<file path="src/hw/pow2_pkg.sv">
`default_nettype none

package pow2_pkg;

	////////////////////////////////////////////////////////////
	// Float format constants
	////////////////////////////////////////////////////////////

	localparam int EXP_BIAS = 127;
	localparam int EXP_INF  = 255;

	// Largest integer part that still gives a finite result
	localparam int INT_MAX  = 31;

	////////////////////////////////////////////////////////////
	// Fraction datapath
	////////////////////////////////////////////////////////////

	// Q0.16 fraction whose top bits select a table segment
	localparam int FRAC_W    = 16;
	localparam int SEG_BITS  = 4;
	localparam int LERP_BITS = 12;

	// IEEE single precision layout
	typedef struct packed {
		logic        sign;
		logic [7:0]  exp;
		logic [22:0] man;
	} float32_t;

	// Fraction of |x| plus out-of-range flag
	typedef struct packed {
		logic              ovf;
		logic [FRAC_W-1:0] frac;
	} frac_t;

endpackage

`default_nettype wire
</file>
<file path="src/hw/pow2_top.sv">
`timescale 1ns/1ps
`default_nettype none

module pow2_top (
	input  logic               clk,
	input  logic               reset,
	input  logic               valid_in,
	input  pow2_pkg::float32_t x,
	output pow2_pkg::float32_t result,
	output logic               overflow,
	output logic               valid_out
);
	import pow2_pkg::*;

	float32_t    int_part;
	frac_t       fr;
	logic        frac_valid;
	logic [22:0] mant;
	logic        ovf;
	logic        mant_valid;

	////////////////////////////////////////////////////////////
	// Producers
	////////////////////////////////////////////////////////////

	// Floor strobe stays open since the assembler aligns by cycle count
	float_floor u_floor (
		.clk       (clk),
		.reset     (reset),
		.valid_in  (valid_in),
		.x         (x),
		.int_part  (int_part),
		.int_valid ()
	);

	frac_extract u_frac_extract (
		.clk        (clk),
		.reset      (reset),
		.valid_in   (valid_in),
		.x          (x),
		.fr         (fr),
		.frac_valid (frac_valid)
	);

	////////////////////////////////////////////////////////////
	// Mantissa pipeline and result assembly
	////////////////////////////////////////////////////////////

	pow2_frac u_pow2_frac (
		.clk        (clk),
		.reset      (reset),
		.fr         (fr),
		.frac_valid (frac_valid),
		.mant       (mant),
		.ovf        (ovf),
		.mant_valid (mant_valid)
	);

	pow2_assemble u_assemble (
		.clk        (clk),
		.reset      (reset),
		.int_part   (int_part),
		.mant       (mant),
		.ovf        (ovf),
		.mant_valid (mant_valid),
		.result     (result),
		.overflow   (overflow),
		.valid_out  (valid_out)
	);

endmodule

`default_nettype wire

</file>
<file path="src/hw/pow2_assemble.sv">
`timescale 1ns/1ps
`default_nettype none

module pow2_assemble (
	input  logic               clk,
	input  logic               reset,
	input  pow2_pkg::float32_t int_part,
	input  logic [22:0]        mant,
	input  logic               ovf,
	input  logic               mant_valid,
	output pow2_pkg::float32_t result,
	output logic               overflow,
	output logic               valid_out
);
	import pow2_pkg::*;

	float32_t                         int_q1;
	float32_t                         int_q2;
	logic [2:0]                       shift;
	logic [$clog2(INT_MAX + 1)-1:0]   k;
	float32_t                         res_next;

	// Floor arrives two cycles ahead of the mantissa
	always_ff @(posedge clk) begin
		int_q1 <= int_part;
		int_q2 <= int_q1;
	end

	////////////////////////////////////////////////////////////
	// Integer k from the delayed floor value
	////////////////////////////////////////////////////////////

	always_comb begin
		shift = 3'(int_q2.exp - 8'(EXP_BIAS));
		if (int_q2.exp == 8'd0) begin
			k = '0;
		end else begin
			// Hidden bit plus top four mantissa bits cover 1..31
			k = 5'({1'b1, int_q2.man[22 -: 4]} >> (3'd4 - shift));
		end

		res_next.sign = 1'b0;
		if (ovf) begin
			res_next.exp = 8'(EXP_INF);
			res_next.man = '0;
		end else begin
			res_next.exp = 8'(EXP_BIAS + k);
			res_next.man = mant;
		end
	end

	always_ff @(posedge clk) begin
		if (mant_valid) begin
			result <= res_next;
		end
	end

	always_ff @(posedge clk) begin
		if (reset) begin
			overflow  <= 1'b0;
			valid_out <= 1'b0;
		end else begin
			valid_out <= mant_valid;
			if (mant_valid) begin
				overflow <= ovf;
			end
		end
	end

endmodule

`default_nettype wire

</file>
<file path="src/hw/pow2_frac.sv">
`timescale 1ns/1ps
`default_nettype none

module pow2_frac (
	input  logic            clk,
	input  logic            reset,
	input  pow2_pkg::frac_t fr,
	input  logic            frac_valid,
	output logic [22:0]     mant,
	output logic            ovf,
	output logic            mant_valid
);
	import pow2_pkg::*;

	logic [SEG_BITS-1:0]       seg;
	logic [LERP_BITS-1:0]      lerp;
	logic [23:0]               lo_entry;
	logic [23:0]               hi_entry;
	logic [22:0]               base_q;
	logic [23:0]               diff_q;
	logic [LERP_BITS-1:0]      lerp_q;
	logic                      ovf_q;
	logic                      valid_q;
	logic [23+LERP_BITS:0]     prod;

	// Mantissa field of 2^(i/16) rounded to nearest
	function automatic logic [23:0] seg_entry(input logic [SEG_BITS:0] idx);
		logic [23:0] val;
		case (idx)
			5'd0:    val = 24'd0;
			5'd1:    val = 24'd371395;
			5'd2:    val = 24'd759234;
			5'd3:    val = 24'd1164243;
			5'd4:    val = 24'd1587184;
			5'd5:    val = 24'd2028850;
			5'd6:    val = 24'd2490071;
			5'd7:    val = 24'd2971711;
			5'd8:    val = 24'd3474675;
			5'd9:    val = 24'd3999908;
			5'd10:   val = 24'd4548394;
			5'd11:   val = 24'd5121164;
			5'd12:   val = 24'd5719293;
			5'd13:   val = 24'd6343903;
			5'd14:   val = 24'd6996167;
			5'd15:   val = 24'd7677309;
			// Endpoint 2^1 sits one full step above the hidden bit
			default: val = 24'd8388608;
		endcase
		return val;
	endfunction

	////////////////////////////////////////////////////////////
	// Stage 1: table lookup
	////////////////////////////////////////////////////////////

	always_comb begin
		seg      = fr.frac[FRAC_W-1 -: SEG_BITS];
		lerp     = fr.frac[LERP_BITS-1:0];
		lo_entry = seg_entry({1'b0, seg});
		hi_entry = seg_entry({1'b0, seg} + 1'b1);
	end

	always_ff @(posedge clk) begin
		if (frac_valid) begin
			base_q <= lo_entry[22:0];
			diff_q <= hi_entry - lo_entry;
			lerp_q <= lerp;
			ovf_q  <= fr.ovf;
		end
	end

	////////////////////////////////////////////////////////////
	// Stage 2: linear interpolation
	////////////////////////////////////////////////////////////

	// Sum stays below the next entry, so it fits 23 bits
	assign prod = diff_q * lerp_q;

	always_ff @(posedge clk) begin
		if (valid_q) begin
			mant <= base_q + 23'(prod >> LERP_BITS);
			ovf  <= ovf_q;
		end
	end

	always_ff @(posedge clk) begin
		if (reset) begin
			valid_q    <= 1'b0;
			mant_valid <= 1'b0;
		end else begin
			valid_q    <= frac_valid;
			mant_valid <= valid_q;
		end
	end

endmodule

`default_nettype wire

</file>
<file path="src/hw/frac_extract.sv">
`timescale 1ns/1ps
`default_nettype none

module frac_extract (
	input  logic               clk,
	input  logic               reset,
	input  logic               valid_in,
	input  pow2_pkg::float32_t x,
	output pow2_pkg::frac_t    fr,
	output logic               frac_valid
);
	import pow2_pkg::*;

	logic [7:0]  unb_exp;
	logic [7:0]  rsh;
	logic [23:0] sig;
	logic [22:0] man_shl;
	frac_t       fr_next;

	always_comb begin
		// Hidden bit only for normal numbers
		sig     = {|x.exp, x.man};
		unb_exp = x.exp - 8'(EXP_BIAS);
		rsh     = 8'(EXP_BIAS) - x.exp;
		man_shl = x.man << unb_exp[2:0];

		// Overflow for |x| >= 32 and for inf and NaN
		fr_next.ovf = (x.exp >= 8'(EXP_BIAS + $clog2(INT_MAX + 1)));

		if (x.exp >= 8'(EXP_BIAS)) begin
			// Integer bits fall off the top of the mantissa
			fr_next.frac = man_shl[22 -: FRAC_W];
		end else begin
			// Whole significand lies below the point
			fr_next.frac = FRAC_W'(sig >> (rsh + 8'(23 - FRAC_W)));
		end
	end

	always_ff @(posedge clk) begin
		if (reset) begin
			frac_valid <= 1'b0;
		end else begin
			frac_valid <= valid_in;
		end
	end

	always_ff @(posedge clk) begin
		if (valid_in) begin
			fr <= fr_next;
		end
	end

endmodule

`default_nettype wire

</file>
<file path="src/hw/float_floor.sv">
`timescale 1ns/1ps
`default_nettype none

module float_floor (
	input  logic               clk,
	input  logic               reset,
	input  logic               valid_in,
	input  pow2_pkg::float32_t x,
	output pow2_pkg::float32_t int_part,
	output logic               int_valid
);
	import pow2_pkg::*;

	logic [7:0]  unb_exp;
	logic [22:0] frac_mask;
	logic        in_range;
	float32_t    floor_val;

	////////////////////////////////////////////////////////////
	// Floor by masking the bits below the binary point
	////////////////////////////////////////////////////////////

	always_comb begin
		unb_exp = x.exp - 8'(EXP_BIAS);

		// 1 <= |x| < 32 means an unbiased exponent of 0 to 4
		in_range = (x.exp >= 8'(EXP_BIAS)) &&
			(unb_exp < 8'($clog2(INT_MAX + 1)));

		// Each exponent step moves one mantissa bit above the point
		frac_mask = 23'h7fffff >> unb_exp[2:0];

		if (in_range) begin
			floor_val.sign = 1'b0;
			floor_val.exp  = x.exp;
			floor_val.man  = x.man & ~frac_mask;
		end else begin
			// Below one, or too large for the table range
			floor_val = '0;
		end
	end

	////////////////////////////////////////////////////////////
	// Output register
	////////////////////////////////////////////////////////////

	always_ff @(posedge clk) begin
		if (reset) begin
			int_valid <= 1'b0;
		end else begin
			int_valid <= valid_in;
		end
	end

	// Holds the last sample between strobes
	always_ff @(posedge clk) begin
		if (valid_in) begin
			int_part <= floor_val;
		end
	end

endmodule

`default_nettype wire

</file>
<file path="config.mk">
export PLATFORM = sky130hd
export DESIGN_NAME = pow2_top
export DESIGN_NICKNAME = d
export VERILOG_FILES = /design/src/hw/pow2_pkg.sv /design/src/hw/pow2_top.sv /design/src/hw/pow2_assemble.sv /design/src/hw/pow2_frac.sv /design/src/hw/frac_extract.sv /design/src/hw/float_floor.sv
export SDC_FILE = /design/constraint.sdc
export NUM_CORES = 1
export LEC_CHECK = 0
export BUFFER_PORTS_ARGS = -buffer_cell sky130_fd_sc_hd__buf_2
export CAP_MARGIN = 20
export CORE_MARGIN = 2
export CORE_UTILIZATION = 50
export CTS_CLUSTER_SIZE = 20
export DETAILED_ROUTE_END_ITERATION = 7
export HOLD_SLACK_MARGIN = 0.05
export PLACE_DENSITY = 0.73
export SETUP_SLACK_MARGIN = 0.2
export SYNTH_ARGS = -nofsm -noshare
export SYNTH_HDL_FRONTEND = slang
export SYNTH_SLANG_ARGS = --single-unit
</file>
<file path="constraint.sdc">
create_clock -name clk -period 8.1 [get_ports clk]
set_input_delay 1.215 -clock clk [delete_from_list [all_inputs] [get_ports clk]]
set_output_delay 1.215 -clock clk [all_outputs]
set_load 0.005 [all_outputs]
</file>
## After elaboration in Yosys (flattened, before gate mapping)

Memory sizes are Yosys's and may differ from the RTL's. A register that Yosys moved wholly into a read port is not among the register bits.
Cells that the tools add are included.
W data, S select, Z words.

| word-level totals | value |
|---|---|
| register bits | 230 |
| bits in latches | 0 |
| RAM bits | 0 |
| bits in read-only memories | 736 |
| input bits | 35 |
| output and inout port bits | 34 |
| word-level logic and storage cells | 49 |
| memories | 2 |

Memory list:

| name | depth | width | read ports | clocked after memory_dff | wr ports | line | RTL |
|---|---|---|---|---|---|---|---|
| (name not given) | 16 | 23 | 1 | 1 | 0 | pow2_frac.sv:29 | `case (idx)` |
| (name not given) | 16 | 23 | 1 | 0 | 0 | pow2_frac.sv:29 |  |

| operators by class | value |
|---|---|
| add/subtract/negate cells | 9 |
| multiply operators | 1 |
| divide/modulo/power cells | 0 |
| order comparisons | 3 |
| equality and inequality tests | 0 |
| shift-type cells | 4 |
| muxes and demuxes | 4 |
| bitwise logic cells | 2 |
| reduce and logical (&&, ||, !) cells | 3 |

Operator list:

| cell | number |
|---|---|
| $mul A24 B12 Y35 | 1 |
| $mux W24 | 1 |
| $shr A24 B8 Y16 | 1 |
| $sub A24 B24 Y24 | 1 |
| $add A23 B23 Y23 | 1 |
| $and A23 B23 Y23 | 1 |
| $not A23 Y23 | 1 |
| $shl A23 B3 Y23 | 1 |
| $shr A23 B3 Y23 const A | 1 |
| $mux W16 | 1 |
| $add A7 B5 Y8 const A | 1 |
| $add A8 B3 Y8 const B | 1 |
| $ge A8 B7 Y1 const B | 1 |
| $ge A8 B8 Y1 const B | 1 |
| $logic_not A8 Y1 | 1 |
| $lt A8 B3 Y1 const B | 1 |
| $reduce_or A8 Y1 | 1 |
| $sub A7 B8 Y8 const A | 1 |
| $sub A8 B7 Y8 const B | 1 |
| $add A4 B1 Y5 const B | 1 |
| $mux W5 | 1 |
| $shr A5 B3 Y5 | 1 |
| $mux W4 | 1 |
| $sub A3 B3 Y3 const A | 1 |
| 2 further kinds | 2 |

## Depth between registers and ports, before layout

Gate-level depths: netlist (run 1).

| logic depth | value |
|---|---|
| depth after elaboration | 5 |
| mapped depth | 32 |
| depth with buffers taken out | 31 |

## Cells and area by module

Synthesis (run 1) repeated with hierarchy kept, for this count alone.

| second synthesis, totals | value |
|---|---|
| cell total of the unflattened synthesis | 1983 |
| area, all modules | 19070.8 um2 |

By module, submodules not included:

| module | times used | cells an instance | area an instance (um2) | sequential area each (um2) |
|---|---|---|---|---|
| pow2_frac | 1 | 1563 | 14206.1 | 2562.5 |
| frac_extract | 1 | 221 | 2074.5 | 530.5 |
| pow2_assemble | 1 | 123 | 1888.1 | 1451.4 |
| float_floor | 1 | 76 | 902.1 | 470.5 |

## Worst setup path before layout (run 1)

OpenSTA, ideal clock, no wires.

| timing | value |
|---|---|
| kind | reg-to-reg |
| start | register u_pow2_frac.lerp_q[8] |
| end | register u_pow2_frac.mant[22], data pin |
| library setup time | 263 ps |
| arrival time | 6970 ps |
| data required time | 7837 ps |
| slack | 867 ps |
| cell stages (with the launch flop) | 29 |
| buffers on the path | 1 |
| period minus slack after synthesis | 7233 ps |
| path through | edfxtp_1 clkbuf_1 nand2_1 fa_1 inv_1 fa_1 fa_1 fa_1 inv_1 fa_1 inv_1 ha_1 a211o_1 nor2_1 a211oi_1 a311oi_2 o21ai_1 a21oi_1 xnor2_1 ha_1 o21a_1 o21a_1 o21ai_0 nand2_1 a41oi_1 o21ai_0 a21o_1 a21oi_1 xor2_1 |

| between the ends | value |
|---|---|
| word-level cells in the longest chain between the ends | 2 |

Ends and longest elaborated chain:

| item | line | RTL |
|---|---|---|
| start, declared | pow2_frac.sv:21 | `logic [LERP_BITS-1:0] lerp_q;` |
| start signal, assigned | pow2_frac.sv:67 | `lerp_q <= lerp;` |
| $mul A24 B12 Y35 | pow2_frac.sv:77 | `assign prod = diff_q * lerp_q;` |
| $add A23 B23 Y23 | pow2_frac.sv:81 | `mant <= base_q + 23'(prod >> LERP_BITS);` |
| end signal, assigned | pow2_frac.sv:81 |  |
| end, declared | pow2_frac.sv:9 | `output logic [22:0] mant,` |

No other way between the ends.
A chain may end at the register's enable or synchronous reset.

## Final worst setup path (run 1)

| timing | value |
|---|---|
| start | register u_pow2_frac.diff_q[5] |
| end | register u_pow2_frac.mant[22], data pin |

| between the ends | value |
|---|---|
| word-level cells in the longest chain between the ends | 2 |

Ends and longest elaborated chain:

| item | line | RTL |
|---|---|---|
| start, declared | pow2_frac.sv:20 | `logic [23:0] diff_q;` |
| start signal, assigned | pow2_frac.sv:66 | `diff_q <= hi_entry - lo_entry;` |
| $mul A24 B12 Y35 | pow2_frac.sv:77 |  |
| $add A23 B23 Y23 | pow2_frac.sv:81 |  |

No other way between the ends.

==> key figures, run 1 <==
Die
  • Die height: 200 um
  • Core footprint: 0.0378 mm^2
  • Ports: 69
  • # rows: 71
  • Die area: 0.0402 mm^2
  • Die X: 200 um
  • Starting Density: 51.0%

Setup path
  • Data arrival, critical path: 7730 ps
  • R2r endpoint: u_pow2_frac.mant[22]
  • CP max FO: 6
  • Reg2reg start: u_pow2_frac.diff_q[5]
  • WS Path Type: flip-flop to flip-flop
  • Critical Path Most Common Cell: fa_1
  • Reg2reg path depth: 28
  • CP peak stage delay: 550 ps
  • CP top delay family: adder cells
  • R2R setup slack: 540 ps
  • Critical Path Slowest Stage Cell: edfxtp_1
  • Worst EP required: 8270 ps
  • CP bufs+invs: 3
  • Crit start category: flip-flop
  • Critical Path Sink Type: flip-flop

STA
  • RSZ-0062 raised after global routing: false
  • Final period util: 93.3%
  • Slew @ Worst Pin: 984 ps
  • Headroom to the max-slew limit: 33.1%
  • Peak Freq: 132 MHz
  • Hold Fails Final Rpt: 0
  • Layout Skew: 12.5 ps
  • Final setup viols: 0
  • Max-slew violations: 0
  • Period minus WS final: 7560 ps
  • Sum Neg Setup Slack: 0 ps

Synth
  • Simple-gate share of the synthesized area: 14.7%
  • Sequential element share of the synthesized area: 27.8%
  • Ys flop type: edfxtp_1
  • Mapped cell area: 0.0193 mm^2
  • Post-synth cell types: 90
  • XOR/XNOR share of the synthesized area: 3.03%
  • Post-Syn Area per Cell: 9.82 um^2
  • Synthesized instance count: 1966
  • Synth Area in Adders: 32.0%
  • Largest family of logic cells by synthesized area: adder cells
  • Area leader, netlist: fa_1
  • Synth Net Count: 2363
  • Number of synthesized flops with an enable pin: 144
  • Most instantiated library cell after synthesis: nand2_1
  • YS warnings: 0
  • Top-area cell type share of the netlist area: 22.8%
  • Ranking of synthesized cells by area: fa_1 23%, edfxtp_1 22%, ha_1 9.2%
  • Number of register bits inferred by synthesis: 196
  • Compound-Gate Fraction of Synth Area: 10.4%
  • Async SR Flop Fraction: 0%
  • Mux cell area share after synthesis: 4.07%
  • Post-synth top cells: 295 x nand2_1, 292 x inv_1, 220 x fa_1, 144 x edfxtp_1, 142 x ha_1

Layout
  • Final nets: 2432
  • ANT cells: 0
  • Number of fill cells in the layout: 3269
  • Area Growth Syn to Fin: 9.65%
  • Ratio of cells with drive above 1 in the final layout: 11.4%

Run status
  • Status: completed

Route
  • Met1 wire length: 19000 um
  • Wire length on met2: 21900 um
  • DRC Markers: 0
  • Highest routed layer: met4
  • Starting DRT DRC Count: 998
  • Detailed Routing Iterations Pass 1: 6
  • Vias per inst: 5.48
  • Wirelength per Cell: 17.5 um
  • DRT antenna net count: 0
  • WL final: 44700 um
  • WL met3: 2060 um
  • Via count: 14000

Clock tree
  • CTS Buf Count: 17
  • Clk Tree Root Cell: clkbuf_16
  • CTS H-Tree Depth: 4
  • Sink Count: 196
  • CTS max path bufs: 2
  • TritonCTS clock tree: yes
  • Worst skew pair latency: 450 ps
  • Clock Pin Slew Worst Setup and Hold Paths: 80 ps

Placed design
  • Global placement routability congestion: 0.935
  • Port Buffers: 66
  • DP HPWL: 35200 um

Job
  • Max Cap Viol: 0

Min path
  • Hold depth: 0
  • Worst Hold Launch: u_assemble.int_q1[19]
  • Hold Crit Endpoint: u_assemble.int_q2[19]
  • Worst Hold Class: flip-flop to flip-flop

GRT
  • First-pass GRT wire length: 72900 um
  • Initial antenna violation count: 0
  • GRT Util Overall: 22.8%
  • GRT Residual Overflow: 0
  • Number of global-route vias before repair: 14000
  • Largest net degree at the start of global routing: 58
==> cell usage in the layout (no fill, tap or decap), types with 10 or more instances in the layout <==
cell type and count:
a211oi_1 14, a21o_1 23, a21oi_1 78, a31oi_1 16, and2_1 88, and3_1 10, buf_2 67, buf_4 70
clkbuf_16 17, dfxtp_1 51, edfxtp_1 144, fa_1 220, ha_1 142, inv_1 292, mux2i_1 28, mux4_2 18
nand2_1 295, nand2b_1 11, nand3_1 13, nor2_1 92, nor2b_1 36, nor3_1 19, o21a_1 21, o21ai_0 42
o22ai_1 17, xnor2_1 47, xor2_1 18
==> worst max-delay path by stage <==
stage                               start              endpoint  cells after the start
floorplan           u_pow2_frac.lerp_q[8]  u_pow2_frac.mant[22]                     28
global placement    u_pow2_frac.diff_q[5]  u_pow2_frac.mant[22]                     27
detailed placement  u_pow2_frac.diff_q[5]  u_pow2_frac.mant[22]                     28
CTS                 u_pow2_frac.diff_q[5]  u_pow2_frac.mant[22]                     28
global route        u_pow2_frac.diff_q[4]  u_pow2_frac.mant[22]                     30
finish              u_pow2_frac.diff_q[5]  u_pow2_frac.mant[22]                     28
==> cell families after synthesis <==
family                   Yosys count
AND/OR/NAND/NOR                  602
buffers and inverters            388
adder cells (fa/ha/maj)          362
AO/OA/AOI/OAI                    299
flip-flops                       196
XOR/XNOR                          66
multiplexers                      52
other                              1
==> per-layer routing <==
metal / vias up / track usage [%]
met5: - / 0
met3: 96 / 2.55
met2: 431 / 38.6
li1: 6600 / -
met4: 0 / 9.29
met1: 6901 / 30.1
==> flip-flops by register name, indices dropped and copies added, names as in the netlist, 17 cells and up <==
name / flops
u_assemble.result: 31
u_pow2_frac.lo_entry: 23
u_pow2_frac.base_q: 23
u_pow2_frac.diff_q: 24
u_frac_extract.fr: 17
u_pow2_frac.mant: 23
==> per-stage QoR <==
stage / area [um^2] / utilization (%) / hold slack [ps] / setup slack, ps / cells
finish: 21200 / 55.9 / 329 / 540 / 2559
global route: 21200 / 55.9 / 333 / 185 / 2559
CTS: 20900 / 55.3 / 329 / 217 / 2539
detailed placement: 20300 / 53.7 / 312 / 288 / 2507
global placement: 20300 / 53.7 / 312 / 364 / 2507
floorplan: 19300 / - / 310 / 867 / 1966
==> final cells by class <==
cell class                 count  area [um^2]  area share, %
multi-input combinational   1382        12500           58.9
clock buffer                  18          439           2.08
timing repair buffer         142          976           4.61
inverter                     296         1110           5.26
clock inverter                14          165          0.781
sequential                   196         5370           25.4
tap                          511          639           3.02
==> what timing repair did <==
item	4_1_cts	5_1_grt
buffers inserted	0	17
hold buffers	0	0
setup endpoints to repair	1	7
gates resized for setup	1	9
pin swaps	0	2
Power of run 1 is left out: the tool's default activity adds up to more than one toggle a clock period on the data nets, which glitch-free logic cannot reach.
==> run 2: changes to the inputs <==
SYNTH_HIERARCHICAL = 1   (was unset)
==> key figures, run 2 <==
GRT
  • First-pass GRT wire length: 69800 um (-4.3%)
  • Initial antenna violation count: 0 (unchanged)
  • GRT Util Overall: 22.6% (-0.26 points)
  • Largest net degree at the start of global routing: 40 (-31%)
  • GRT Residual Overflow: 0 (unchanged)
  • Number of global-route vias before repair: 14100 (+0.43%)

STA
  • Final period util: 94.2% (+0.88 points)
  • Sum Neg Setup Slack: 0 ps (unchanged)
  • Headroom to the max-slew limit: 34.6% (+1.5 points)
  • Layout Skew: 14.6 ps (+2.12 ps)
  • Slew @ Worst Pin: 981 ps (-3.07 ps)
  • Final setup viols: 0 (unchanged)
  • RSZ-0062 raised after global routing: true
  • Period minus WS final: 7630 ps (+71.3 ps)
  • Max-slew violations: 0 (unchanged)
  • Hold Fails Final Rpt: 0 (unchanged)
  • Peak Freq: 131 MHz (-0.93%)

Clock tree
  • Worst skew pair latency: 450 ps (about the same)
  • Clk Tree Root Cell: clkbuf_16
  • Sink Count: 173 (-12%)
  • Clock Pin Slew Worst Setup and Hold Paths: 80 ps (about the same)
  • CTS Buf Count: 17 (unchanged)
  • CTS H-Tree Depth: 4 (unchanged)
  • TritonCTS clock tree: yes
  • Hold buffers post-CTS: 0 (unchanged)
  • CTS max path bufs: 2 (unchanged)

Layout
  • Commonest non-fill, non-tap cells in the layout: 296 x nand2_1, 295 x inv_1, 220 x fa_1
  • Ratio of cells with drive above 1 in the final layout: 10.9% (-0.48 points)
  • Most common cell after layout, fill and taps aside: nand2_1
  • Fin util: 55.1% (-0.86 points)
  • Final nets: 2413 (-0.78%)
  • ANT cells: 0 (unchanged)
  • Biggest register: u_assemble/result
  • Largest regs: u_assemble/result (31), u_pow2_frac/diff_q (24)
  • Area Growth Syn to Fin: 9.33%
  • Max reg flops: 31 (unchanged)

Route
  • Starting DRT DRC Count: 686 (-31%)
  • WL final: 42200 um (-5.4%)
  • Wirelength per Cell: 16.9 um (-3.3%)
  • Detailed Routing Iterations Pass 1: 5 (-1)
  • Vias per inst: 5.50 (+0.42%)
  • DRC Markers: 0 (unchanged)
  • Via count: 13800 (-1.8%)
  • DRT antenna net count: 0 (unchanged)

Setup path
  • Critical Path Most Common Cell: fa_1
  • CP max FO: 6 (unchanged)
  • WS Path Type: flip-flop to flip-flop
  • Reg2reg path depth: 30 (+7.1%)
  • Critical Path Sink Type: flip-flop
  • R2R setup slack: 470 ps (-70 ps)
  • Critical Path Slowest Stage Cell: fa_1
  • Data arrival, critical path: 7830 ps (+100 ps)
  • CP peak stage delay: 560 ps (about the same)
  • Worst EP required: 8300 ps (+30 ps)
  • Crit start category: flip-flop

Synth
  • YS warnings: 6 (+6)
  • Post-Syn Area per Cell: 9.62 um^2 (-2.0%)
  • Mapped cell area: 0.0188 mm^2 (-2.6%)
  • Synth Net Count: 2352 (-0.47%)
  • Synthesized instance count: 1954 (-0.61%)

Placed design
  • DP HPWL: 33700 um (-4.0%)
  • Port Buffers: 66 (unchanged)
  • Global placement routability congestion: 0.966 (+3.3%)

Min path
  • Hold depth: 0 (unchanged)
  • Worst Hold Class: flip-flop to flip-flop

Die
  • Die area: 0.0391 mm^2 (-2.6%)
  • Ports: 69 (unchanged)
  • Core footprint: 0.0373 mm^2 (-1.4%)
  • Starting Density: 50.4% (-0.64 points)
  • Die height: 198 um (-1.3%)
  • # rows: 71 (unchanged)
  • Die X: 198 um (-1.3%)

Run status
  • Status: completed

Job
  • Max Cap Viol: 0 (unchanged)
==> run 2: layer usage <==
| metal | routed length (um) | share of wire, % | up-vias | GRT usage [%] |
|---|---|---|---|---|
| li1 | - | - | 6497 | - |
| met3 | 1810 | 4.3 | 64 | 2.98 |
| met2 | 22200 | 53 | 370 | 41.3 |
| met4 | 927 | 2.2 | 0 | 6.99 |
| met1 | 17300 | 41 | 6842 | 27.6 |
| met5 | 0 | 0 | - | 0 |
==> run 2: worst paths after layout <==
| kind | startpoint | endpoint |
|---|---|---|
| setup / recovery | u_pow2_frac/diff_q[5] | u_pow2_frac/mant[22] |
| setup reg to reg | u_pow2_frac/diff_q[5] | u_pow2_frac/mant[22] |
| hold reg to reg | u_assemble/int_q1[26] | u_assemble/int_q2[26] |
| hold / removal | u_assemble/int_q1[26] | u_assemble/int_q2[26] |
==> run 2: per-stage QoR <==
step | area [um^2] | std cells | hold WS (ps) | setup WS [ps]
after floorplan | 18800 | 1954 | 310 | 1160
after global placement | 19600 | 2443 | 310 | 482
after detailed placement | 19600 | 2443 | 312 | 361
after CTS | 20200 | 2475 | 325 | 307
after global routing | 20500 | 2502 | 338 | 123
final | 20500 | 2502 | 326 | 469
==> run 2: repair_timing <==
| item | 4_1_cts | 5_1_grt |
|---|---|---|
| endpoints found under the hold margin | 0 | 0 |
| endpoints found under the setup margin | 0 | 3 |
| buffers inserted | 0 | 25 |
| gates resized for setup | 0 | 9 |
==> run 2: critical path: cells and delay by family (launching register included) <==
family	cells	cell delay (ps)
buffers and inverters	3	320
AND/OR/NAND/NOR	5	710
adder cells (fa/ha/maj)	7	3010
AO/OA/AOI/OAI	12	2350
flip-flops	1	520
XOR/XNOR	3	500
==> run 2: area by class of cell <==
type | count | area [um^2]
clock buffers | 18 | 450
clock inverters | 14 | 166
fillers | 3275 | 16800
inverters | 299 | 1120
multi-input cells | 1393 | 12400
flip-flops and latches | 173 | 4910
well taps | 474 | 593
repair buffers | 131 | 905
Power of run 2 is left out for the same reason.
==> run 3: changes to the inputs <==
GPL_ROUTABILITY_DRIVEN = 0   (was unset)
REMOVE_ABC_BUFFERS = 1   (was unset)
==> key figures, run 3 (same netlist as run 2, synthesis figures left out) <==
Run status
  • Status: completed

Setup path
  • Reg2reg path depth: 30 (unchanged)
  • WS Path Type: flip-flop to flip-flop
  • Critical Path Most Common Cell: fa_1
  • Critical path destination: u_pow2_frac/mant[22]
  • R2r endpoint: u_pow2_frac/mant[22]
  • Crit start category: flip-flop
  • Reg2reg start: u_pow2_frac/diff_q[9]
  • CP max FO: 12 (+6)
  • CP bufs+invs: 3 (unchanged)
  • CP peak stage delay: 660 ps (+100 ps)
  • CP top delay family: adder cells
  • Critical Path Slowest Stage Cell: edfxtp_1
  • First element of the critical path: u_pow2_frac/diff_q[9]
  • Worst EP required: 8290 ps (about the same)
  • Data arrival, critical path: 7840 ps (about the same)
  • Critical Path Sink Type: flip-flop
  • Crit path depth: 30 (unchanged)
  • R2R setup slack: 450 ps (-20 ps)

STA
  • Slew @ Worst Pin: 1030 ps (+52.9 ps)
  • Headroom to the max-slew limit: 30.2% (-4.4 points)
  • Final period util: 94.4% (+0.23 points)
  • Layout Skew: 10.6 ps (-4.00 ps)
  • Hold Fails Final Rpt: 0 (unchanged)
  • Period minus WS final: 7650 ps (+18.3 ps)
  • Sum Neg Setup Slack: 0 ps (unchanged)
  • Final setup viols: 0 (unchanged)
  • Max-slew violations: 0 (unchanged)
  • Worst setup margin: 450 ps (-18.3 ps)
  • Peak Freq: 131 MHz (-0.24%)
  • RSZ-0062 raised after global routing: false

Die
  • Die height: 198 um (unchanged)
  • Die X: 198 um (unchanged)
  • Core footprint: 0.0373 mm^2 (unchanged)
  • # rows: 71 (unchanged)
  • Starting Density: 50.4% (unchanged)
  • Ports: 69 (unchanged)
  • Die area: 0.0391 mm^2 (unchanged)

Clock tree
  • CTS H-Tree Depth: 4 (unchanged)
  • Clk Tree Root Cell: clkbuf_16
  • Worst skew pair latency: 450 ps (about the same)
  • Hold buffers post-CTS: 0 (unchanged)
  • Sink Count: 173 (unchanged)
  • CTS Buf Count: 17 (unchanged)
  • CTS max path bufs: 2 (unchanged)
  • TritonCTS clock tree: yes
  • Clock Pin Slew Worst Setup and Hold Paths: 70 ps (about the same)

Placed design
  • DP HPWL: 32100 um (-4.8%)
  • Port Buffers: 66 (unchanged)
  • Dpl ws: 309 ps (-52.3 ps)
  • Post-Place Cell Area: 0.0196 mm^2 (about the same)

Layout
  • Area Growth Syn to Fin: 8.58%
  • Fin area: 0.0204 mm^2 (-0.68%)
  • Ratio of cells with drive above 1 in the final layout: 10.3% (-0.66 points)
  • Biggest register: u_assemble/result
  • Max reg flops: 31 (unchanged)
  • ANT cells: 0 (unchanged)
  • Most common cell after layout, fill and taps aside: nand2_1
  • Largest regs: u_assemble/result (31), u_pow2_frac/diff_q (24)
  • Commonest non-fill, non-tap cells in the layout: 296 x nand2_1, 295 x inv_1, 220 x fa_1
  • Number of fill cells in the layout: 3216 (-1.8%)
  • Final nets: 2397 (-0.66%)

Route
  • Detailed Routing Iterations Pass 1: 6 (+1)
  • DRC Markers: 0 (unchanged)
  • Starting DRT DRC Count: 853 (+24%)
  • Vias per inst: 5.61 (+1.8%)
  • Wirelength per Cell: 16.6 um (-1.4%)
  • Via count: 13900 (+1.2%)
  • DRT antenna net count: 0 (unchanged)
  • WL final: 41400 um (-2.1%)

GRT
  • GRT Residual Overflow: 0 (unchanged)
  • Initial antenna violation count: 0 (unchanged)
  • Largest net degree at the start of global routing: 61 (+53%)
  • GRT Util Overall: 22.1% (-0.42 points)
  • Number of global-route vias before repair: 14300 (+1.7%)
  • First-pass GRT wire length: 69300 um (-0.83%)

Min path
  • Worst Hold Class: flip-flop to flip-flop

Job
  • Max Cap Viol: 0 (unchanged)
==> run 3: worst min path at each step <==
stage,slack (ps),endpoint,cells past startpoint,startpoint
after detailed placement,310,u_assemble/int_q2[29],0,u_assemble/int_q1[29]
after global routing,330,u_assemble/int_q2[25],0,u_assemble/int_q1[25]
after global placement,310,u_assemble/int_q2[25],0,u_assemble/int_q1[25]
final,330,u_assemble/int_q2[25],0,u_assemble/int_q1[25]
after floorplan,310,u_assemble/int_q2[19],0,u_assemble/int_q1[19]
after CTS,330,u_assemble/int_q2[29],0,u_assemble/int_q1[29]
==> run 3: cell type report <==
class / count / area (um^2) / area share [%]
clock buffer: 18 / 450 / 2.21
sequential: 173 / 4910 / 24.0
multi-input combinational: 1393 / 12400 / 60.9
clock inverter: 14 / 124 / 0.607
tap: 474 / 593 / 2.91
inverter: 299 / 1120 / 5.50
timing repair buffer: 115 / 772 / 3.78
==> run 3: metrics by stage <==
stage | hold slack (ps) | utilization (%) | instances
floorplan | 310 | - | 1865
global placement | 310 | 52.6 | 2440
finish | 328 | 54.7 | 2486
detailed placement | 312 | 52.6 | 2440
global route | 328 | 54.7 | 2486
CTS | 329 | 54.1 | 2472
==> run 3: routing by layer <==
layer | vias up | wire [um] | track usage (%)
met5 | - | 0 | 0
met4 | 0 | 1770 | 10.4
met3 | 111 | 2080 | 3.19
met2 | 457 | 21000 | 39.3
met1 | 6901 | 16500 | 26.5
li1 | 6467 | - | -
==> run 3: what timing repair did <==
action | 4_1_cts | 5_1_grt
endpoints found under the setup margin | 0 | 4
setup buffers | 0 | 13
gates resized for setup | 0 | 15
endpoints found under the hold margin | 0 | 0
Power of run 3 is left out for the same reason.
